File: src/cpu_pkg.sv
package cpu_pkg;

	localparam int XLEN       = 16;
	localparam int REG_AW     = 4;
	localparam int IMEM_DEPTH = 256;
	localparam int IMEM_AW    = $clog2(IMEM_DEPTH);

	typedef enum logic [3:0] {
		OP_ADD = 4'h0,
		OP_SUB = 4'h1,
		OP_XOR = 4'h2,
		OP_SLL = 4'h4,
		OP_SRA = 4'h5,
		OP_LW  = 4'h8,
		OP_SW  = 4'h9,
		OP_LLB = 4'hA,
		OP_LHB = 4'hB,
		OP_B   = 4'hC,
		OP_PCS = 4'hE,
		OP_HLT = 4'hF
	} opcode_e;

	typedef enum logic [2:0] {
		CC_NE = 3'd0,
		CC_EQ = 3'd1,
		CC_GT = 3'd2,
		CC_LT = 3'd3,
		CC_GE = 3'd4,
		CC_LE = 3'd5,
		CC_OV = 3'd6,
		CC_UN = 3'd7
	} ccode_e;

	typedef struct packed {
		opcode_e           opcode;
		logic [REG_AW-1:0] rd;
		logic [REG_AW-1:0] rs;
		logic [REG_AW-1:0] rt;
	} r_fmt_t;

	typedef struct packed {
		opcode_e           opcode;
		logic [REG_AW-1:0] rd;
		logic [7:0]        imm8;
	} i_fmt_t;

	typedef struct packed {
		opcode_e    opcode;
		ccode_e     ccode;
		logic [8:0] off9;
	} b_fmt_t;

	// one instruction word, seen through whichever layout its opcode uses
	typedef union packed {
		r_fmt_t r_fmt;
		i_fmt_t i_fmt;
		b_fmt_t b_fmt;
	} instr_u;

	typedef struct packed {
		logic z;
		logic v;
		logic n;
	} flags_t;

	typedef enum logic [1:0] {
		FWD_RF    = 2'b00,
		FWD_MEMWB = 2'b01,
		FWD_EXMEM = 2'b10
	} fwd_sel_e;

	typedef struct packed {
		logic            valid;
		logic [XLEN-1:0] pc2;
		instr_u          instr;
	} ifid_t;

	typedef struct packed {
		logic              valid;
		opcode_e           opcode;
		logic [REG_AW-1:0] rd;
		logic [REG_AW-1:0] rs;
		logic [REG_AW-1:0] rt;
		logic [XLEN-1:0]   rs_val;
		logic [XLEN-1:0]   rt_val;
		logic [XLEN-1:0]   imm;
		ccode_e            ccode;
		logic [XLEN-1:0]   pc2;
	} idex_t;

	typedef struct packed {
		logic              valid;
		opcode_e           opcode;
		logic [REG_AW-1:0] rd;
		logic [XLEN-1:0]   result;
		logic [XLEN-1:0]   addr;
		logic [XLEN-1:0]   wdata;
	} exmem_t;

	typedef struct packed {
		logic              valid;
		opcode_e           opcode;
		logic [REG_AW-1:0] rd;
		logic [XLEN-1:0]   wb_val;
	} memwb_t;

	// byte loads modify rd, so rd is their first source
	function automatic logic [REG_AW-1:0] src_a(input instr_u ins);
		if (ins.r_fmt.opcode == OP_LLB || ins.r_fmt.opcode == OP_LHB)
			return ins.r_fmt.rd;
		return ins.r_fmt.rs;
	endfunction

	// a store takes its data from rd
	function automatic logic [REG_AW-1:0] src_b(input instr_u ins);
		if (ins.r_fmt.opcode == OP_SW)
			return ins.r_fmt.rd;
		return ins.r_fmt.rt;
	endfunction

	function automatic logic uses_a(input opcode_e op);
		return op inside {OP_ADD, OP_SUB, OP_XOR, OP_SLL, OP_SRA,
			OP_LW, OP_SW, OP_LLB, OP_LHB};
	endfunction

	function automatic logic uses_b(input opcode_e op);
		return op inside {OP_ADD, OP_SUB, OP_XOR, OP_SW};
	endfunction

	function automatic logic writes_rd(input opcode_e op);
		return op inside {OP_ADD, OP_SUB, OP_XOR, OP_SLL, OP_SRA,
			OP_LW, OP_LLB, OP_LHB, OP_PCS};
	endfunction

	function automatic logic is_legal(input opcode_e op);
		return !(op inside {4'h3, 4'h6, 4'h7, 4'hD});
	endfunction

endpackage
File: src/hazard_unit.sv
`timescale 1ns/1ps

module hazard_unit (
	input  cpu_pkg::ifid_t     ifid_i,
	input  cpu_pkg::idex_t     idex_i,
	input  cpu_pkg::exmem_t    exmem_i,
	input  cpu_pkg::memwb_t    memwb_i,
	output logic               stall_o,
	output cpu_pkg::fwd_sel_e  fwd_a_o,
	output cpu_pkg::fwd_sel_e  fwd_b_o
);

	cpu_pkg::opcode_e id_op;
	logic             id_needs_a;
	logic             id_needs_b;
	logic             load_in_ex;

	assign id_op = ifid_i.instr.r_fmt.opcode;

	assign id_needs_a = cpu_pkg::uses_a(id_op) && cpu_pkg::src_a(ifid_i.instr) == idex_i.rd;
	assign id_needs_b = cpu_pkg::uses_b(id_op) && cpu_pkg::src_b(ifid_i.instr) == idex_i.rd;

	// the load data only exists in MEM, so the consumer waits one cycle
	assign load_in_ex = idex_i.valid && idex_i.opcode == cpu_pkg::OP_LW && idex_i.rd != '0;
	assign stall_o    = load_in_ex && ifid_i.valid && (id_needs_a || id_needs_b);

	// the younger producer in EX/MEM has the newer value
	function automatic cpu_pkg::fwd_sel_e pick(input logic [cpu_pkg::REG_AW-1:0] src,
			input cpu_pkg::exmem_t em, input cpu_pkg::memwb_t mw);
		if (em.valid && cpu_pkg::writes_rd(em.opcode) && em.rd != '0 && em.rd == src)
			return cpu_pkg::FWD_EXMEM;
		if (mw.valid && cpu_pkg::writes_rd(mw.opcode) && mw.rd != '0 && mw.rd == src)
			return cpu_pkg::FWD_MEMWB;
		return cpu_pkg::FWD_RF;
	endfunction

	assign fwd_a_o = pick(idex_i.rs, exmem_i, memwb_i);
	assign fwd_b_o = pick(idex_i.rt, exmem_i, memwb_i);

endmodule

File: config.mk
export PLATFORM = sky130hd
export DESIGN_NAME = hazard_unit
export DESIGN_NICKNAME = d
export VERILOG_FILES = /design/src/cpu_pkg.sv /design/src/hazard_unit.sv
export SDC_FILE = /design/constraint.sdc
export NUM_CORES = 1
export LEC_CHECK = 0
export ABC_AREA = 0
export BUFFER_PORTS_ARGS = -buffer_cell sky130_fd_sc_hd__buf_2
export CAP_MARGIN = 40
export CORE_AREA = 2 2 79 81
export DETAILED_ROUTE_END_ITERATION = 16
export DIE_AREA = 0 0 81 83
export GPL_TIMING_DRIVEN = 0
export REMOVE_ABC_BUFFERS = 1
export SYNTH_ARGS = -nofsm -noshare
export SYNTH_HDL_FRONTEND = slang
export SYNTH_SLANG_ARGS = --single-unit
File: constraint.sdc
create_clock -name vclk -period 1.2
set_input_delay 0.18 -clock vclk [all_inputs]
set_output_delay 0.18 -clock vclk [all_outputs]
set_load 0.03 [all_outputs]
# After elaboration in Yosys (flattened, before gate mapping)
# Cells that the tools add are included.
# totals
register_bits,0
inputBits,199
out_inout_bits,5
wordCells,77
# op_classes
n_eq_ne,31
muxes,20
reduce_logical,26
# ops
operator,count
$eq 4x4->1 const B,13
$reduce_bool 9->1,3
$eq 4x3->1 const B,6
$eq 4x4->1,6
$mux 2,8
$mux 4,4
$reduce_bool 4->1,4
$logic_and 1x1->1,14
$eq 4x1->1 const B,3
$eq 4x2->1 const B,3
$logic_not 4->1,3
$mux 1,8
$logic_or 1x1->1,2

# Longest topological paths before layout
# Gate-level depths: netlist of the first run.
# logic_depth
word_depth,9
ltp_mapped,6
ltp_nobuf,5

# Least setup slack after synthesis of the first run
# No wires, ideal clock.
# synth_path
path_kind,input to output
start,input exmem_i[48] in the netlist's numbering
end,output fwd_b_o[0]
arrival_ns,1.703
required_time_ns,1.020
slack_ns,-0.683
cell_stages,4
n_path_buf,0
cell_sequence,or4_1 -> o211ai_2 -> nor2_1 -> nor3_1
# synth_via
elab_chain_cells,5
# synth_rtl
element,line_no,rtl
from (decl),hazard_unit.sv:6,"input cpu_pkg::exmem_t exmem_i,"
$reduce_bool 4->1,hazard_unit.sv:30,if (em.valid && cpu_pkg::writes_rd(em.opcode) && em.rd != '0 && em.rd == src)
$logic_and 1x1->1,hazard_unit.sv:30,
$logic_and 1x1->1 *,hazard_unit.sv:30,
$mux 1 *,hazard_unit.sv:30,
$mux 2 *,hazard_unit.sv:32,if (mw.valid && cpu_pkg::writes_rd(mw.opcode) && mw.rd != '0 && mw.rd == src)
to (decl),hazard_unit.sv:10,output cpu_pkg::fwd_sel_e fwd_b_o
# Every way passes the cells marked *; elsewhere a longest branch is shown, timed or not.

# Worst setup path after layout of the first run
# layout_path
start,input ifid_i[13] in the netlist's numbering
end,output stall_o
# layout_via
elab_chain_cells,8
# layout_rtl
element,line_no,rtl
from (decl),hazard_unit.sv:4,"input cpu_pkg::ifid_t ifid_i,"
$eq 4x4->1,"cpu_pkg.sv:109, cpu_pkg.sv:122",
$logic_or 1x1->1,cpu_pkg.sv:109,if (ins.r_fmt.opcode == OP_LLB || ins.r_fmt.opcode == OP_LHB)
$mux 1,cpu_pkg.sv:109,
$mux 4,cpu_pkg.sv:111,return ins.r_fmt.rs;
$eq 4x4->1,hazard_unit.sv:20,assign id_needs_a = cpu_pkg::uses_a(id_op) && cpu_pkg::src_a(ifid_i.instr) == idex_i.rd;
$logic_and 1x1->1,hazard_unit.sv:20,
$logic_or 1x1->1 *,hazard_unit.sv:25,assign stall_o = load_in_ex && ifid_i.valid && (id_needs_a || id_needs_b);
$logic_and 1x1->1 *,hazard_unit.sv:25,
to (decl),hazard_unit.sv:8,"output logic stall_o,"
# Marks and branches as above.

==> results of run 1 <==
[worst max-delay path, stage by stage]
cell and delay (ns):
buf_8 0.10, nor4bb_4 0.31, buf_4 0.19, mux2i_1 0.21
xor2_1 0.16, nand2_1 0.08, o32ai_2 0.12, buf_4 0.20
[metrics by stage]
stage / power (mW) / hold slack, ns / setup slack (ns) / cell area, um2 / cells
floorplan: 0.1276 / 0.5542 / -0.8717 / 518.0 / 71
global placement: 0.2650 / 0.7815 / -1.105 / 897.1 / 203
detailed placement: 0.2711 / 0.7747 / -0.9012 / 908.4 / 204
CTS: 0.3155 / 0.7639 / -0.4926 / 1056 / 209
global route: 0.3580 / 0.7938 / -0.5815 / 1087 / 211
finish: 0.3271 / 0.7791 / -0.5243 / 1087 / 211
[worst max-delay path by stage]
stage | slack [ns] | end | start
3_5_place_dp | -0.90 | stall_o | ifid_i[13]
4_1_cts | -0.49 | stall_o | ifid_i[14]
2_1_floorplan | -0.87 | stall_o | ifid_i[15]
3_3_place_gp | -1.10 | stall_o | ifid_i[13]
5_1_grt | -0.58 | stall_o | ifid_i[13]
6_report | -0.52 | stall_o | ifid_i[13]
[cell type report]
cell class                      count  share of cell area [%]
Inverter                            3                   1.036
Timing Repair Buffer               65                   38.20
Tap cell                           75                   8.631
Multi-Input combinational cell     68                   52.13
[routing by layer]
metal / GRT usage [%] / vias to the layer above / wire length [um]
li1: - / 401 / -
met1: 7.124 / 348 / 925
met2: 12.55 / 49 / 1096
met3: 0.5435 / 0 / 230
met4: 0 / 0 / 0
met5: 0 / - / 0
[placed cells by master (no fill, tap or decap), types with 2 or more instances in the layout]
cell     instances
nor2_1           2
mux2i_1          5
buf_4            9
buf_2           47
buf_8            3
nor3_2           2
o21ai_0          5
buf_6            6
nand4_1          5
nor2_4           2
inv_1            3
o21ai_1          2
nor4_1           2
a21oi_1          2
xnor2_1         22
nand2_1          3
xor2_1           2
[repair_timing]
item,4_1_cts,5_1_grt
endpoints found under the setup margin,5,5
setup buffers,5,2
resized for setup,31,5
pin swaps,9,3
cloned,0,0
[power groups by stage]
stage	Clock (mW)	Sequential [mW]	Combinational, mW
finish	0	0	0.327
detailed placement	0	0	0.271
CTS	0	0	0.315
global route	0	0	0.358
floorplan	0	0	0.128
global placement	0	0	0.265
[cell families after synthesis]
family,count (synthesis)
XOR/XNOR,24
AND/OR/NAND/NOR,23
AO/OA/AOI/OAI,16
multiplexers,5
buffers and inverters,5
==> results.md, run 1 <==
- Status: complete, but fails checks
- Violated checks: negative setup slack
- DR WL/cell: 10.67 um
- Internal: 180.1 uW
- Post-synthesis mux area share: 9.434%
- Antenna violations before repair: 0
- CP Data Required Time: 1.02 ns
- P_sw: 147.0 uW
- Worst setup SP type: primary input
- Area of the mapped netlist: 530.5 um2
- Port Buffers: 57
- N_diodes: 0
- Critical path fanouts, max: 3
- Initial drt markers: 9
- Fill count: 677
- RSZ-0062 raised after global routing: yes
- Hold path cells: 4
- Post-Synth XOR/XNOR Area: 39.62%
- Post-synth top cells: xnor2_1 (22), o21ai_0 (7), mux2i_1 (5), nand4_1 (5), nor2_1 (4)
- Nets: 337
- Slew headroom: 70.76%
- Share of power burned in registers: 0%
- Part of the Yosys area used for sequential elements: 0%
- Max Cap Viol: 0
- Synth top area cells: xnor2_1 (36%), mux2i_1 (9.4%), o21ai_0 (6.6%), nand4_1 (5.9%), xor2_1 (3.3%)
- Die Y-Extent: 83 um
- Final core area utilization: 18.70%
- Sw Share: 44.93%
- Yosys warnings: 0
- Via Count: 798
- Setup TNS: -1.486 ns
- First-pass DRT Iterations: 2
- Syn Inst Count: 73
- Register area: 0 um2
- Total core area: 0.005816 mm2
- Min-delay src: exmem_i[56]
- Area delta synth->final: 105.0%
- Area of the die: 0.006723 mm2
- Residual DRC: 0
- Lkg Pwr: 0.4511 nW
- Critical Path Sink Type: output pin
- Combinational Power Share: 100.0%
- Number of global-route vias before repair: 846
- Hold buffer count at CTS: 0
- PnR worst setup slack: -0.5243 ns
- I/O pin cnt: 204
- Fraction of layout cells with a size suffix above 1: 54.41%
- Fmax: 579.9 MHz
- Antenna Nets Post-Route: 0
- Yosys top cell by area: xnor2_1
- Vias per Instance: 3.782
- Hpwl dp: 1.926 mm
- Fin. Hold Viols: 0
- Pwr Density: 300.8 mW/mm2
- GRT Overall Usage: 6.176%
- Clock Power Share: 0%
- WHS Endpoint: fwd_a_o[1]
- Die extent in x: 81 um
- Most numerous cell in the Yosys netlist: xnor2_1
- Endpoints failing setup: 5
- Num rows: 28
- WS Path Type: primary input to output pin
- WL final: 2.251 mm
- Synth cell types: 26
- Tmin final: 1.724 ns
- Hold crit path type: primary input to output pin
- Slew Limit Fails: 0
- Post-Synth Adder-Cell Area: 0%
- Main combinational cell family by area after synthesis: XOR/XNOR gates
- Area occupied by multi-input gates: 566.8 um2
- Complex-gate fraction of the synthesized area: 21.46%
- Synth top area share: 36.32%
- Peak supply drop: 0.1071 mV
- Syn avg cell area: 7.267 um2
- Number of clock buffers in the layout: 0
- Initial Util: 9.122%
- Final GP Congestion: 0.7676
- Final period util: 143.7%
- Total grt overflow: 0
- First-pass GRT wire length: 3.443 mm
- Post-synthesis simple-gate area fraction: 25.00%
- Num sequential: 0
- Worst Max-Slew Pin Slew: 0.4317 ns
- Critical path data arrival time: 1.54 ns
- Largest net degree at the start of global routing: 8
(Power assumes the default switching activity.)
==> run 2: changes to the inputs <==
- MAX_ROUTING_LAYER: not set -> met4
==> run 2 against run 1 <==
- the flow still finishes with violations (negative setup slack)
- non-clock buffer count unchanged
- combinational power about the same
- clock-buffer cell count unchanged
- wire length about the same
- utilization unchanged
- power decreased by 0.18%
- global-route usage increased by 0.17 points
- largest power group unchanged
- highest routed layer unchanged
==> results.md, run 2 (synthesis gave the netlist of run 1 again) <==
- Fin. Hold Viols: 0 (unchanged)
- Tmin final: 1.722 ns (-0.002468 ns)
- Total core area: 0.005816 mm2 (unchanged)
- Highest-count cells in the layout ignoring fill and taps: buf_2 (47), xnor2_1 (22), buf_4 (9)
- Pwr Density: 300.3 mW/mm2 (-0.18%)
- Hold path cells: 4 (unchanged)
- Antenna Nets Post-Route: 0 (unchanged)
- Slowest stage delay, CP: 0.30 ns (about the same)
- Status: complete, but fails checks
- Fill count: 677 (unchanged)
- Initial Util: 9.122% (unchanged)
- Max Cap Viol: 0 (unchanged)
- Worst setup SP type: primary input
- Hold buffer count at CTS: 0 (unchanged)
- GRT Overall Usage: 6.343% (+0.17 points)
- Residual DRC: 0 (unchanged)
- Area delta synth->final: 105.0% (unchanged)
- Endpoints failing setup: 5 (unchanged)
- Nets: 337 (unchanged)
- Final core area utilization: 18.70% (unchanged)
- Lkg Pwr: 0.4511 nW (unchanged)
- Internal: 180.1 uW (about the same)
- Share of power burned in registers: 0% (unchanged)
- Critical path data arrival time: 1.54 ns (about the same)
- Worst Max-Slew Pin Slew: 0.4317 ns (unchanged)
- Die Y-Extent: 83 um (unchanged)
- First-pass GRT wire length: 3.422 mm (-0.61%)
- Placed insts: 204 (unchanged)
- Area of the die: 0.006723 mm2 (unchanged)
- Via Count: 807 (+1.1%)
- Fmax: 580.8 MHz (+0.14%)
- Crit-path cells: buf_8 > nor4bb_4 > buf_4 > mux2i_1 > xor2_1 > nand2_1 > o32ai_2 > buf_4
- Fraction of layout cells with a size suffix above 1: 54.41% (unchanged)
- Total grt overflow: 0 (unchanged)
- Die extent in x: 81 um (unchanged)
- Most numerous cell on the critical path: buf_4
- RSZ-0062 raised after global routing: yes
- Commonest non-fill, non-tap cell in the layout: buf_2
- Power after layout: 326.5 uW (-0.18%)
- Pre-CTS setup slack: -0.9012 ns (unchanged)
- Final GP Congestion: 0.7779 (+1.3%)
- Critical Path Sink Type: output pin
- Post-Layout Cell Count: 211 (unchanged)
- WL final: 2.252 mm (about the same)
- Violated checks: negative setup slack
- Hold crit path type: primary input to output pin
- Combinational Power Share: 100.0% (about the same)
- Number of clock buffers in the layout: 0 (unchanged)
- Design area: 0.001087 mm2 (unchanged)
- First-pass DRT Iterations: 4 (+2)
- Slowest cell on crit path: nor4bb_4
- WS Path Type: primary input to output pin
- P_sw: 146.4 uW (-0.39%)
- Hpwl dp: 1.926 mm (unchanged)
- Slew Limit Fails: 0 (unchanged)
- Initial drt markers: 3 (-6)
- PnR worst setup slack: -0.5218 ns (+0.002468 ns)
- Antenna violations before repair: 0 (unchanged)
- Final period util: 143.5% (-0.21 points)
- Num sequential: 0 (unchanged)
- Num rows: 28 (unchanged)
- Vias per Instance: 3.825 (+1.1%)
- Area occupied by multi-input gates: 566.8 um2 (unchanged)
- Placed Area: 908.4 um2 (unchanged)
- Sw Share: 44.84% (-0.094 points)
- Slew headroom: 70.76% (unchanged)
- Peak supply drop: 0.1061 mV (-0.96%)
- Setup TNS: -1.492 ns (-0.006810 ns)
- I/O pin cnt: 204 (unchanged)
- Clock Power Share: 0% (unchanged)
- N_diodes: 0 (unchanged)
- CP Data Required Time: 1.02 ns (about the same)
- Largest net degree at the start of global routing: 8 (unchanged)
- Worst hold slack: 0.7813 ns (+0.002183 ns)
- Critical path fanouts, max: 3 (unchanged)
- Number of global-route vias before repair: 851 (+0.59%)
- DR WL/cell: 10.67 um (about the same)
- Port Buffers: 57 (unchanged)
- Register area: 0 um2 (unchanged)
run 2: cell counts in the layout (fill, tap and decap cells not counted):
No cell type changed its count.
run 2: layer usage:
| layer | GRT usage (%) | vias up | share of wire (%) |
|---|---|---|---|
| li1 | - | 401 | - |
| met1 | 6.993 | 353 | 40 |
| met2 | 12.55 | 53 | 49 |
| met3 | 0.7609 | 0 | 11 |
| met4 | 0 | 0 | 0 |
| met5 | - | - | 0 |
run 2: layout make-up:
class | instances | area share (%)
Timing Repair Buffer | 65 | 38.20
Tap cell | 75 | 8.631
Inverter | 3 | 1.036
Multi-Input combinational cell | 68 | 52.13
run 2: worst max-delay path, delay by kind of cell:
family / cells / cell delay (ns)
xor+xnor: 1 / 0.16
mux: 1 / 0.21
compound gates: 1 / 0.12
simple gates: 2 / 0.38
buf+inv: 3 / 0.48
run 2: worst paths after layout:
check                  startpoint         end
worst max-delay path   ifid_i[13]     stall_o
worst min-delay path  memwb_i[24]  fwd_b_o[0]
run 2: what timing repair did:
item                                    4_1_cts  5_1_grt
endpoints found under the setup margin        5        5
gates resized for setup                      31        5
setup buffers                                 5        2
pin swaps                                     9        3
run 2: power groups by stage:
| stage | Clock [mW] | Combinational [mW] | Sequential [mW] |
|---|---|---|---|
| 2_1_floorplan | 0 | 0.128 | 0 |
| 3_3_place_gp | 0 | 0.265 | 0 |
| 3_5_place_dp | 0 | 0.271 | 0 |
| 4_1_cts | 0 | 0.315 | 0 |
| 5_1_grt | 0 | 0.358 | 0 |
| 6_report | 0 | 0.326 | 0 |
