`src/cpu_pkg.sv`:
```
package cpu_pkg;

	localparam int XLEN       = 16;
	localparam int REG_AW     = 4;
	localparam int IMEM_DEPTH = 256;
	localparam int IMEM_AW    = $clog2(IMEM_DEPTH);

	typedef enum logic [3:0] {
		OP_ADD = 4'h0,
		OP_SUB = 4'h1,
		OP_XOR = 4'h2,
		OP_SLL = 4'h4,
		OP_SRA = 4'h5,
		OP_LW  = 4'h8,
		OP_SW  = 4'h9,
		OP_LLB = 4'hA,
		OP_LHB = 4'hB,
		OP_B   = 4'hC,
		OP_PCS = 4'hE,
		OP_HLT = 4'hF
	} opcode_e;

	typedef enum logic [2:0] {
		CC_NE = 3'd0,
		CC_EQ = 3'd1,
		CC_GT = 3'd2,
		CC_LT = 3'd3,
		CC_GE = 3'd4,
		CC_LE = 3'd5,
		CC_OV = 3'd6,
		CC_UN = 3'd7
	} ccode_e;

	typedef struct packed {
		opcode_e           opcode;
		logic [REG_AW-1:0] rd;
		logic [REG_AW-1:0] rs;
		logic [REG_AW-1:0] rt;
	} r_fmt_t;

	typedef struct packed {
		opcode_e           opcode;
		logic [REG_AW-1:0] rd;
		logic [7:0]        imm8;
	} i_fmt_t;

	typedef struct packed {
		opcode_e    opcode;
		ccode_e     ccode;
		logic [8:0] off9;
	} b_fmt_t;

	// one instruction word, seen through whichever layout its opcode uses
	typedef union packed {
		r_fmt_t r_fmt;
		i_fmt_t i_fmt;
		b_fmt_t b_fmt;
	} instr_u;

	typedef struct packed {
		logic z;
		logic v;
		logic n;
	} flags_t;

	typedef enum logic [1:0] {
		FWD_RF    = 2'b00,
		FWD_MEMWB = 2'b01,
		FWD_EXMEM = 2'b10
	} fwd_sel_e;

	typedef struct packed {
		logic            valid;
		logic [XLEN-1:0] pc2;
		instr_u          instr;
	} ifid_t;

	typedef struct packed {
		logic              valid;
		opcode_e           opcode;
		logic [REG_AW-1:0] rd;
		logic [REG_AW-1:0] rs;
		logic [REG_AW-1:0] rt;
		logic [XLEN-1:0]   rs_val;
		logic [XLEN-1:0]   rt_val;
		logic [XLEN-1:0]   imm;
		ccode_e            ccode;
		logic [XLEN-1:0]   pc2;
	} idex_t;

	typedef struct packed {
		logic              valid;
		opcode_e           opcode;
		logic [REG_AW-1:0] rd;
		logic [XLEN-1:0]   result;
		logic [XLEN-1:0]   addr;
		logic [XLEN-1:0]   wdata;
	} exmem_t;

	typedef struct packed {
		logic              valid;
		opcode_e           opcode;
		logic [REG_AW-1:0] rd;
		logic [XLEN-1:0]   wb_val;
	} memwb_t;

	// byte loads modify rd, so rd is their first source
	function automatic logic [REG_AW-1:0] src_a(input instr_u ins);
		if (ins.r_fmt.opcode == OP_LLB || ins.r_fmt.opcode == OP_LHB)
			return ins.r_fmt.rd;
		return ins.r_fmt.rs;
	endfunction

	// a store takes its data from rd
	function automatic logic [REG_AW-1:0] src_b(input instr_u ins);
		if (ins.r_fmt.opcode == OP_SW)
			return ins.r_fmt.rd;
		return ins.r_fmt.rt;
	endfunction

	function automatic logic uses_a(input opcode_e op);
		return op inside {OP_ADD, OP_SUB, OP_XOR, OP_SLL, OP_SRA,
			OP_LW, OP_SW, OP_LLB, OP_LHB};
	endfunction

	function automatic logic uses_b(input opcode_e op);
		return op inside {OP_ADD, OP_SUB, OP_XOR, OP_SW};
	endfunction

	function automatic logic writes_rd(input opcode_e op);
		return op inside {OP_ADD, OP_SUB, OP_XOR, OP_SLL, OP_SRA,
			OP_LW, OP_LLB, OP_LHB, OP_PCS};
	endfunction

	function automatic logic is_legal(input opcode_e op);
		return !(op inside {4'h3, 4'h6, 4'h7, 4'hD});
	endfunction

endpackage
```
`src/reg_file.sv`:
```
`timescale 1ns/1ps

module reg_file (
	input  logic                       clk,
	input  logic                       rst_n_i,
	input  logic [cpu_pkg::REG_AW-1:0] raddr_a_i,
	input  logic [cpu_pkg::REG_AW-1:0] raddr_b_i,
	output logic [cpu_pkg::XLEN-1:0]   rdata_a_o,
	output logic [cpu_pkg::XLEN-1:0]   rdata_b_o,
	input  logic                       we_i,
	input  logic [cpu_pkg::REG_AW-1:0] waddr_i,
	input  logic [cpu_pkg::XLEN-1:0]   wdata_i
);

	logic [cpu_pkg::XLEN-1:0] regs [2**cpu_pkg::REG_AW];

	always_ff @(posedge clk) begin
		if (!rst_n_i) begin
			for (int i = 0; i < 2**cpu_pkg::REG_AW; i++)
				regs[i] <= '0;
		end else if (we_i && waddr_i != '0) begin
			regs[waddr_i] <= wdata_i;
		end
	end

	// a value written this cycle is already visible to decode
	function automatic logic [cpu_pkg::XLEN-1:0] rd_port(input logic [cpu_pkg::REG_AW-1:0] a);
		if (a == '0)
			return '0;
		if (we_i && waddr_i == a)
			return wdata_i;
		return regs[a];
	endfunction

	always_comb begin
		rdata_a_o = rd_port(raddr_a_i);
		rdata_b_o = rd_port(raddr_b_i);
	end

endmodule

```
`config.mk`:
```
export PLATFORM = sky130hd
export DESIGN_NAME = reg_file
export DESIGN_NICKNAME = d
export VERILOG_FILES = /design/src/cpu_pkg.sv /design/src/reg_file.sv
export SDC_FILE = /design/constraint.sdc
export NUM_CORES = 1
export LEC_CHECK = 0
export BUFFER_PORTS_ARGS = -buffer_cell sky130_fd_sc_hd__buf_2
export CORE_ASPECT_RATIO = 1.75
export CORE_UTILIZATION = 39
export CTS_BUF_LIST = sky130_fd_sc_hd__clkbuf_4 sky130_fd_sc_hd__clkbuf_8
export DETAILED_ROUTE_END_ITERATION = 6
export SLEW_MARGIN = 30
export SYNTH_ARGS = -nofsm -noshare
export SYNTH_HDL_FRONTEND = slang
export SYNTH_SLANG_ARGS = --single-unit
```
`constraint.sdc`:
```
create_clock -name clk -period 3 [get_ports clk]
set_input_delay 0.15 -clock clk [delete_from_list [all_inputs] [get_ports clk]]
set_output_delay 0.15 -clock clk [all_outputs]
set_load 0.01 [all_outputs]
```
Word-level counts from Yosys, hierarchy flattened
Memory sizes are Yosys's and may differ from the RTL's.
Cells that the tools add are included.

storage, ports and cells
  register bits = 0
  memory bits (writable) = 256
  output and inout bits = 32
  word-level logic and storage cells = 31
  memories kept = 1

operators by class
  equality and inequality tests = 2
  muxes and demuxes = 21
  reduce and logical (&&, ||, !) cells = 7

memory list
  name  words  bits a word  read ports  clocked after memory_dff  write ports  line            text
  regs  16     16           2           0                         16           reg_file.sv:15  logic [cpu_pkg::XLEN-1:0] regs [2**cpu_pkg::REG_AW];

operator list
  cell                 number
  two-way mux 16 bit   9
  OR reduction 16 bit  1
  two-way mux 1 bit    11
  equality test 4 bit  2
  zero test 4 bit      2
  two-way mux 4 bit    1
  nonzero test 4 bit   1
  logical AND 1 bit    3

Logic depth before layout (Yosys ltp)
Gate-level depths: netlist (run 1).

  word-level depth = 7
  gate-level depth with buffers = 8
  mapped depth without buffers = 4

Least setup slack after synthesis (run 1)
OpenSTA, ideal clock, no wires.

  path kind = input port to flip-flop
  start = input port waddr_i[0] in the netlist's numbering
  end = memory regs[10][0] in the netlist's numbering (enable)
  library setup time = 0.411 ns
  data arrival time = 1.867 ns
  required time = 2.589 ns
  setup slack = 0.721 ns
  stages on the path = 3
  buffers on the path = 1
  path through = buf_4 -> nand4b_1 -> o21ai_0

RTL lines
  item             line            text
  start, declared  reg_file.sv:11  input logic [cpu_pkg::REG_AW-1:0] waddr_i,
  end, declared    reg_file.sv:15

Final worst setup path (run 1)
  start = input port raddr_b_i[0] in the netlist's numbering
  end = output port rdata_b_o[4] in the netlist's numbering

between the ends
  cells in the longest elaborated chain, start to end = 6
  elaborated cells on any way between the ends = 10
  those cells by class = eq/ne: 1; mux: 6; reduce/logical: 2; memory: 1

RTL lines
  item                             line            text
  start, declared                  reg_file.sv:7   input logic [cpu_pkg::REG_AW-1:0] raddr_b_i,
  equality test 4 bit              reg_file.sv:30  if (we_i && waddr_i == a)
  logical AND 1 bit                reg_file.sv:30
  two-way mux 1 bit (2 in series)  reg_file.sv:30
  two-way mux 16 bit               reg_file.sv:32  return regs[a];
  two-way mux 16 bit (*)           reg_file.sv:30
  end, declared                    reg_file.sv:9   output logic [cpu_pkg::XLEN-1:0] rdata_b_o,

Mark *: on every way between the ends. The rest lies on a longest branch, timed or not. The select of a mux whose other input is x is not followed.

==> impl_summary.log, run 1 <==
INFO  metric yosysUniqueCellTypes = 35
INFO  metric most_frequent_cell_after_synthesis = sky130_fd_sc_hd__edfxtp_1
INFO  metric p_clk_frac = 0.343
INFO  metric post-synth-top-area-cell = sky130_fd_sc_hd__edfxtp_1
INFO  metric tritoncts = done
INFO  metric critPathCaptureType = output pin
INFO  metric postLayoutCoreUtil = 0.4393
INFO  metric drive_gt1_frac = 0.2220
INFO  metric die_h = 254.2 um
INFO  metric ctsRootBufferMaster = sky130_fd_sc_hd__clkbuf_8
INFO  metric routed-via-count = 9141
INFO  metric synthesis.yosys.warnings = 0
INFO  metric layout_min_cycle_time = ~2600 ps
INFO  metric fp.coreArea = 0.03591 mm2
INFO  metric whs_path_depth = 2
INFO  metric maxClockFrequency = 0.3890 GHz
INFO  metric global_route.usage.met2 = 0.4205
INFO  metric timing_worst_setup_path_type = in2out
INFO  metric cts_hold_buf = 0
INFO  metric slowest_delay = 770 ps
INFO  metric syn_area = 0.01418 mm2
INFO  metric power_frac_comb = 0.138
INFO  metric critical_path.cell_chain = buf_4, or3b_1, o22ai_1, a211oi_1, a31oi_1, buf_2
INFO  metric drt_iter0_drc = 615
INFO  metric flow.area_growth_from_synthesis = 11.27%
INFO  metric total_global_route_track_usage = 0.2170
INFO  metric synth.ff_latch_count = between 200 and 300
INFO  metric largest_registers = regs: 256 flops
INFO  metric seq_power_share = 0.519
INFO  metric rows = roughly 90
INFO  metric power.ir.vdd_worst = roughly 220 uV
INFO  metric async_sr_flop_fraction = 0
INFO  metric crit_path_max_fanout = 21
INFO  metric arrival = 2420 ps
INFO  metric detail_route.wirelength = 39860 um
INFO  metric drc = 0
INFO  metric timing_max_transition_violations_final = 0
INFO  metric internal-power = 6069 uW
INFO  metric grt_first_pass_wirelength = 59400 um
INFO  metric synthCells = 1049
INFO  metric dieWidth = 146.1 um
INFO  metric cpLargestDelayFamily = compound AO/OA/AOI/OAI gates
INFO  metric groute.layer.met3.usage = 0.02737
INFO  metric io_buffer_count = 62
INFO  metric post_cts_resized = 0
INFO  metric outcome = finished, final reports clean
INFO  metric synth.avg_cell_area = 13.52 um2
INFO  metric start_kind = primary input
INFO  metric grt_met1_usage = 0.2256
INFO  metric total_switching_power = 2137 uW
INFO  metric antenna_left = 0
INFO  metric slew_headroom = 0.4262
INFO  metric worstMarginPinSlew = 860.7 ps
INFO  metric dr_vias_cell = 5.660
INFO  metric post-dp-hpwl = 29810 um
INFO  metric via_count_of_the_first_global_routing_pass = 9662
INFO  metric post_synth_edffs = 256
INFO  metric leakagePower = 0.005732 uW
INFO  metric unrepaired_setup_endpoints_after_global_routing = false
INFO  metric start_util = 0.3948
INFO  metric globalRoute.busiestLayer = met2
INFO  metric min_period_over_period = 0.8568
INFO  metric worst_hold_path_type = in2reg
INFO  metric synth.yosys.seq_area_share = 0.5421
INFO  metric netlist_top_cells_area = sky130_fd_sc_hd__edfxtp_1 (54%), sky130_fd_sc_hd__and2_1 (11%), sky130_fd_sc_hd__mux4_2 (10%)
INFO  metric finalWeightedCongestion = 0.9213
INFO  metric drv.max_cap_violation_count = 0
INFO  metric ctsHtreeMaxLevel = 2
INFO  metric finalSetupViolCount = 0
INFO  metric tritoncts_num_sinks = 256
INFO  metric fin_tns_setup = 0 ps
INFO  metric ys.flop_type = sky130_fd_sc_hd__edfxtp_1
INFO  metric powerDensity = 520.1 mW/mm2
INFO  metric synth_top_cells_by_count = sky130_fd_sc_hd__edfxtp_1 (256), sky130_fd_sc_hd__and2_1 (240), sky130_fd_sc_hd__mux2i_1 (128)
INFO  metric global_route.overflow_total = 0
INFO  metric tritoncts.num_buffers = 37
INFO  metric nets = 1154
INFO  metric worst_path_max_delay_cell = sky130_fd_sc_hd__or3b_1
INFO  metric post-synth-top-area-fraction = 0.5421
INFO  metric number_of_antenna_violations_at_the_first_check_in_global_routing = 1
INFO  metric power_switching_share = 0.2604
INFO  metric critPathRequiredTime = between 2000 and 3000 ps
INFO  metric detail_route.first_pass.iterations = 5
INFO  metric cts_setup_buffers = 0
INFO  metric largest_register_ffs = 256
INFO  metric critical_path_cell_count = 6
INFO  metric grt_start_max_net_pins = 38
INFO  metric registers.top_by_ff_count = regs
INFO  metric ios = 63
INFO  metric drt-wirelength-per-cell = 24.68 um
INFO  metric cts_buffer_depth = 3
INFO  metric floorplan.die_area = 0.03716 mm2
INFO  metric clkSlewWorstSetupHoldPaths = 90 ps
INFO  metric finalHoldViolCount = 0
INFO  metric path_buf_inv = 2
## power by group through the flow
stage | Combinational [uW] | Clock, uW | Sequential [uW]
3_5_place_dp | 1130 | 0 | 4330
5_1_grt | 1200 | 3000 | 4280
4_1_cts | 1130 | 2880 | 4260
3_3_place_gp | 1130 | 0 | 4320
2_1_floorplan | 734 | 0 | 4290
6_report | 1130 | 2810 | 4260
## placed cells by master, fill, tap and decap left out, types with 3 or more instances in the layout
cell	Yosys	final
sky130_fd_sc_hd__mux2i_1	128	128
sky130_fd_sc_hd__nand3_1	30	30
sky130_fd_sc_hd__nor4_4	3	3
sky130_fd_sc_hd__nor2_1	9	9
sky130_fd_sc_hd__clkbuf_8	0	39
sky130_fd_sc_hd__a211oi_1	32	32
sky130_fd_sc_hd__o22ai_1	64	64
sky130_fd_sc_hd__clkbuf_4	0	8
sky130_fd_sc_hd__a31oi_1	30	30
sky130_fd_sc_hd__edfxtp_1	256	256
sky130_fd_sc_hd__xnor2_1	8	8
sky130_fd_sc_hd__or3b_1	4	4
sky130_fd_sc_hd__clkinv_1	0	6
sky130_fd_sc_hd__o21ai_1	0	7
sky130_fd_sc_hd__nand2_1	4	4
sky130_fd_sc_hd__and2_1	240	240
sky130_fd_sc_hd__conb_1	1	16
sky130_fd_sc_hd__o31ai_1	32	32
sky130_fd_sc_hd__buf_2	27	60
sky130_fd_sc_hd__clkinv_2	0	4
sky130_fd_sc_hd__nand2b_1	8	8
sky130_fd_sc_hd__or2_1	4	4
sky130_fd_sc_hd__mux4_2	64	64
sky130_fd_sc_hd__buf_4	15	63
## area by class of cell
type	instances	area (um2)
antenna	1	2.502
multi-input combinational	703	5996
fill	3309	20140
clock inverter	13	110.1
timing repair buffer	124	793.3
sequential	256	7687
inverter	1	3.754
clock buffer	47	596.8
tap	470	588.1
## cells by family after synthesis
family / share of synthesized area
and+or+nand+nor: 0.1403
buffers and inverters: 0.03953
AOI/OAI and AO/OA: 0.07924
xor gates and xnor gates: 0.004942
other: 0.0002645
DFF: 0.5421
muxes: 0.1936
## metal layers
layer / up-vias / wire length [um]
met4: 0 / 1911
met2: 313 / 22180
met1: 4549 / 14030
li1: 4175 / -
met3: 104 / 1744
met5: - / 0
## through the flow
| step | power (uW) | setup slack [ps] | hold slack, ps | std cells | cell area (um2) |
|---|---|---|---|---|---|
| floorplan | 5026 | 721.4 | 348.2 | 1064 | 14240 |
| global placement | 5450 | 492.1 | 663.8 | 1554 | 15070 |
| detailed placement | 5463 | 520.7 | 679.0 | 1554 | 15070 |
| CTS | 8267 | 513.5 | 94.07 | 1614 | 15780 |
| global route | 8483 | 426.2 | 122.8 | 1615 | 15780 |
| finish | 8206 | 429.6 | 119.3 | 1615 | 15780 |
## final timing paths
path | start | end | slack, ps
max | raddr_b_i[0] | rdata_b_o[4] | 430
min | wdata_i[14] | regs[4][14] | 120
No activity file was read; power rests on OpenSTA's default activity.
==> run 2: changes to the inputs <==
- CORE_ASPECT_RATIO: 1.75 -> 1.1
- HOLD_SLACK_MARGIN: not set -> 0.03
- REMOVE_ABC_BUFFERS: not set -> 1
==> impl_summary.log, run 2 (synthesis results as in run 1) <==
INFO  metric final.setup.worst_slack = 362.6 ps
INFO  metric ctsHtreeMaxLevel = 2
INFO  metric detail_route.wirelength = about 46000 um
INFO  metric cpLargestDelayFamily = simple AND/OR/NAND/NOR gates
INFO  metric power_frac_comb = 0.147
INFO  metric internal-power = 6102 uW
INFO  metric registers.top_by_ff_count = regs
INFO  metric maxClockFrequency = 0.3792 GHz
INFO  metric critPathCaptureType = output pin
INFO  metric dp_slack = 424.0 ps
INFO  metric grt_start_max_net_pins = 39
INFO  metric antenna_cells = 0
INFO  metric total_global_route_track_usage = 0.2508
INFO  metric seq_power_share = 0.507
INFO  metric power_switching_share = 0.2739
INFO  metric start_util = 0.3995
INFO  metric min_period_over_period = 0.8791
INFO  metric flow.area_growth_from_synthesis = 12.44%
INFO  metric slowest_delay = 590 ps
INFO  metric largest_register_ffs = roughly 260
INFO  metric global_route.overflow_total = 0
INFO  metric detail_route.first_pass.iterations = 5
INFO  metric nets = between 1000 and 1500
INFO  metric worst_path_max_delay_cell = sky130_fd_sc_hd__or2_1
INFO  metric fp.coreArea = 0.03549 mm2
INFO  metric crit_path_max_fanout = 16
INFO  metric critPathRequiredTime = 2850 ps
INFO  metric drt_iter0_drc = 1319
INFO  metric tritoncts.num_buffers = 42
INFO  metric tritoncts = done
INFO  metric final-instance-count-excl-fill = 1649
INFO  metric worstMarginPinSlew = 877.8 ps
INFO  metric mostFrequentLayoutCell = sky130_fd_sc_hd__edfxtp_1
INFO  metric drive_gt1_frac = 0.2295
INFO  metric ios = 63
INFO  metric rows = 72
INFO  metric finalSetupViolCount = 0
INFO  metric start_kind = primary input
INFO  metric largest_registers = regs: 256 flops
INFO  metric post-dp-hpwl = 31940 um
INFO  metric finalHoldViolCount = 0
INFO  metric critical_path_cell_count = 6
INFO  metric worstSetupStartpoint = raddr_a_i[0]
INFO  metric slew_headroom = 0.4141
INFO  metric number_of_antenna_violations_at_the_first_check_in_global_routing = 2
INFO  metric outcome = finished, final reports clean
INFO  metric drv.max_cap_violation_count = 0
INFO  metric timing_worst_setup_path_type = in2out
INFO  metric p_clk_frac = 0.346
INFO  metric via_count_of_the_first_global_routing_pass = 9508
INFO  metric arrival = 2490 ps
INFO  metric power.ir.vdd_worst = between 200 and 300 uV
INFO  metric layout_min_cycle_time = 2637 ps
INFO  metric total_switching_power = 2302 uW
INFO  metric whs_path_depth = 2
INFO  metric clkSlewWorstSetupHoldPaths = 60 ps
INFO  metric drc = 0
INFO  metric finalWeightedCongestion = 0.9795
INFO  metric placed_instance_count = 1573
INFO  metric grt_first_pass_wirelength = 66520 um
INFO  metric routed-via-count = 9851
INFO  metric tritoncts_num_sinks = 256
INFO  metric fin_tns_setup = 0 ps
INFO  metric layout_common_cells = sky130_fd_sc_hd__edfxtp_1 (256), sky130_fd_sc_hd__and2_1 (240), sky130_fd_sc_hd__mux2i_1 (128), sky130_fd_sc_hd__buf_4 (69)
INFO  metric timing_max_transition_violations_final = 0
INFO  metric path_buf_inv = 2
INFO  metric antenna_left = 0
INFO  metric floorplan.die_area = 0.03713 mm2
INFO  metric dr_vias_cell = 5.974
INFO  metric io_buffer_count = 62
INFO  metric dieWidth = 183.8 um
INFO  metric critical_path.cell_chain = buf_4, or3_1, or2_1, o31ai_1, a31oi_1, buf_2
INFO  metric drt-wirelength-per-cell = 28.01 um
INFO  metric worst_hold_path_type = in2reg
INFO  metric leakagePower = 0.005812 uW
INFO  metric unrepaired_setup_endpoints_after_global_routing = false
INFO  metric cts_buffer_depth = 3
INFO  metric powerDensity = 527.1 mW/mm2
INFO  metric crit_path_end = rdata_a_o[10]
INFO  metric die_h = 202.0 um
INFO  metric ctsRootBufferMaster = sky130_fd_sc_hd__clkbuf_8
## run 2: changes by cell type in the layout (fill, tap and decap cells not counted), sizes merged
cell / previous run / this run
diode: 1 / 0
clkinvlp: 1 / 2
buf: 124 / 132
clkinv: 10 / 16
bufinv: 2 / 0
dlygate4sd3: 0 / 1
clkbuf: 47 / 56
inv: 1 / 2
## run 2: stage by stage
step                      hold slack, ps  power, uW    util  instance area [um2]
after floorplan                    348.2       4879       -                13680
after global placement             587.4       5530  0.4272                15160
after detailed placement           580.9       5548  0.4272                15160
after CTS                          50.34       8419  0.4492                15940
after global routing               75.05       8656  0.4492                15940
final                              105.2       8405  0.4492                15940
## run 2: worst min-delay path by stage
stage,startpoint,endpoint
finish,wdata_i[9],regs[3][9]
global route,wdata_i[9],regs[2][9]
CTS,wdata_i[9],regs[3][9]
detailed placement,wdata_i[13],regs[3][13]
floorplan,wdata_i[0],regs[10][0]
global placement,wdata_i[13],regs[3][13]
## run 2: power groups by stage
stage / clock (uW) / combinational [uW] / sequential (uW)
after CTS: 2940 / 1220 / 4260
after detailed placement: 0 / 1220 / 4330
after global routing: 3090 / 1280 / 4280
after floorplan: 0 / 587 / 4290
final: 2910 / 1240 / 4260
after global placement: 0 / 1210 / 4320
## run 2: timing repair
item,in CTS,in global routing
resized for setup,0,0
hold endpoints to repair,3,0
hold buffers,1,0
setup buffers,0,0
## run 2: metal layers
layer  up-vias  wire length (um)  GRT usage
li1       4214                 -          -
met1      5072             19020     0.3365
met2       488             22460     0.4182
met3        75              3618    0.04360
met4         2              1086    0.06726
met5         -                12          0
## run 2: layout make-up
| cell class | instances | area [um2] |
|---|---|---|
| Timing Repair Buffer | 133 | 888.4 |
| Fill cell | 3252 | 19550 |
| Sequential cell | 256 | 7687 |
| Tap cell | 481 | 601.8 |
| Clock inverter | 19 | 86.33 |
| Inverter | 1 | 3.754 |
| Multi-Input combinational cell | 703 | 5993 |
| Clock buffer | 56 | 683.2 |
==> run 3: changes to the inputs <==
- BUFFER_PORTS_ARGS: -buffer_cell sky130_fd_sc_hd__buf_2 -> not set
- DONT_BUFFER_PORTS: not set -> 1
- RECOVER_POWER: not set -> 50
==> impl_summary.log, run 3 (synthesis results as in run 1) <==
INFO  metric fin_tns_setup = 0 ps
INFO  metric slew_headroom = 0.2530
INFO  metric post_cts_resized = 0
INFO  metric final.setup.worst_slack = 549.1 ps
INFO  metric critPathRequiredTime = between 2000 and 3000 ps
INFO  metric cts_buffer_depth = 3
INFO  metric detail_route.first_pass.iterations = 5
INFO  metric die_h = about 200 um
INFO  metric rows = 72
INFO  metric registers.top_by_ff_count = regs
INFO  metric finalWeightedCongestion = 1.061
INFO  metric worst_path_max_delay_cell = sky130_fd_sc_hd__mux4_2
INFO  metric path_buf_inv = 0
INFO  metric number_of_antenna_violations_at_the_first_check_in_global_routing = 7
INFO  metric worst_hold_path_type = in2reg
INFO  metric tritoncts_num_sinks = ~260
INFO  metric critical_path.cell_chain = mux4_2, mux2_2, a211oi_1, a21oi_1
INFO  metric layout_common_cells = sky130_fd_sc_hd__edfxtp_1 (256), sky130_fd_sc_hd__and2_1 (141), sky130_fd_sc_hd__mux2i_1 (128), sky130_fd_sc_hd__and2_0 (99)
INFO  metric worstMarginPinSlew = 1120 ps
INFO  metric power.total = 8468 uW
INFO  metric ctsRootBufferMaster = sky130_fd_sc_hd__clkbuf_8
INFO  metric nets = 1087
INFO  metric detail_route.wirelength = just under 50000 um
INFO  metric cts_hold_buf = 17
INFO  metric timing_max_transition_violations_final = 0
INFO  metric outcome = finished, final reports clean
INFO  metric internal-power = 6263 uW
INFO  metric placed_area = 0.01453 mm2
INFO  metric via_count_of_the_first_global_routing_pass = 9371
INFO  metric flow.area_growth_from_synthesis = 9.697%
INFO  metric ctsHtreeMaxLevel = 2
INFO  metric slowest_delay = 480 ps
INFO  metric mostFrequentLayoutCell = sky130_fd_sc_hd__edfxtp_1
INFO  metric largest_register_ffs = 256
INFO  metric total_global_route_track_usage = 0.2633
INFO  metric finalHoldViolCount = 0
INFO  metric grt_start_max_net_pins = 67
INFO  metric timing_worst_setup_path_type = reg2out
INFO  metric leakagePower = 0.005364 uW
INFO  metric fp.coreArea = around 0.035 mm2
INFO  metric drt-wirelength-per-cell = 30.59 um
INFO  metric largest_registers = regs: 256 flops
INFO  metric clkSlewWorstSetupHoldPaths = 60 ps
INFO  metric start_util = 0.3995
INFO  metric power_frac_comb = 0.121
INFO  metric power.ir.vdd_worst = 308.7 uV
INFO  metric powerDensity = 544.4 mW/mm2
INFO  metric drc = 0
INFO  metric tritoncts.num_buffers = 45
INFO  metric drt_iter0_drc = roughly 1200
INFO  metric drive_gt1_frac = 0.1536
INFO  metric min_period_over_period = 0.8170
INFO  metric cts_setup_buffers = 0
INFO  metric start_kind = flop
INFO  metric drv.max_cap_violation_count = 0
INFO  metric routed-via-count = 9514
INFO  metric grt_first_pass_wirelength = 68720 um
INFO  metric global_route.overflow_total = 0
INFO  metric finalSetupViolCount = 0
INFO  metric antenna_left = 0
INFO  metric layout_min_cycle_time = 2451 ps
INFO  metric cpLargestDelayFamily = multiplexers
INFO  metric p_clk_frac = 0.376
INFO  metric dp_slack = 842.9 ps
INFO  metric crit_path_max_fanout = 2
INFO  metric total_switching_power = approximately 2200 uW
INFO  metric critPathCaptureType = output pin
INFO  metric maxClockFrequency = 0.4080 GHz
INFO  metric post-dp-hpwl = 31130 um
INFO  metric unrepaired_setup_endpoints_after_global_routing = false
INFO  metric dieWidth = 183.8 um
INFO  metric tritoncts = done
INFO  metric io_buffer_count = 0
INFO  metric power_switching_share = 0.2604
INFO  metric floorplan.die_area = 0.03713 mm2
INFO  metric dr_vias_cell = 6.052
INFO  metric seq_power_share = 0.503
INFO  metric arrival = 2300 ps
INFO  metric finish.instance_area = between 0.015 and 0.02 mm2
INFO  metric ios = 63
==> run 3: cell types whose count changed in the layout (fill, tap and decap cells not counted), sizes merged <==
cell,delta
clkinvlp,-1
diode,+4
inv,-1
dlygate4sd3,+16
buf,-104
clkbuf,+4
clkinv,+3
bufinv,+2
==> run 3: final cells by class <==
class                           instances  area (um2)
Antenna cell                            4       10.01
Clock buffer                           56       714.4
Clock inverter                         22       148.9
Fill cell                            3302       19940
Inverter                                1       3.754
Multi-Input combinational cell        703        5993
Sequential cell                       256        7687
Tap cell                              481       601.8
Timing Repair Buffer                   49       395.4
==> run 3: final timing paths <==
check / cells past startpoint / slack, ps / start / to
worst max-delay path: 4 / 550 / regs[13][14] / rdata_b_o[14]
worst min-delay path: 3 / 110 / waddr_i[0] / regs[12][3]
==> run 3: worst min-delay path, stage by stage <==
cell and delay, ps:
sky130_fd_sc_hd__nor4_4 20, sky130_fd_sc_hd__buf_4 180, sky130_fd_sc_hd__and2_1 160
==> run 3: power groups by stage <==
stage	sequential, uW	combinational (uW)	clock, uW
after CTS	4260	1010	3240
after detailed placement	4330	915	0
after floorplan	4290	587	0
final	4260	1020	3190
after global routing	4280	1050	3380
after global placement	4320	924	0
==> run 3: metal layers <==
| layer | vias to the layer above | GRT usage | wire, um |
|---|---|---|---|
| met5 | - | 0 | 13 |
| met3 | 112 | 0.06937 | 5000 |
| met4 | 2 | 0.09792 | 1791 |
| li1 | 4067 | - | - |
| met1 | 4831 | 0.3433 | 18600 |
| met2 | 502 | 0.4200 | 22680 |
==> run 3: stage by stage <==
stage / hold WS, ps / util / instances
floorplan: 348.2 / - / 960
global placement: 350.3 / 0.4095 / 1473
detailed placement: 352.9 / 0.4095 / 1473
CTS: 84.60 / 0.4386 / 1568
global route: 101.6 / 0.4382 / 1571
finish: 107.6 / 0.4382 / 1572
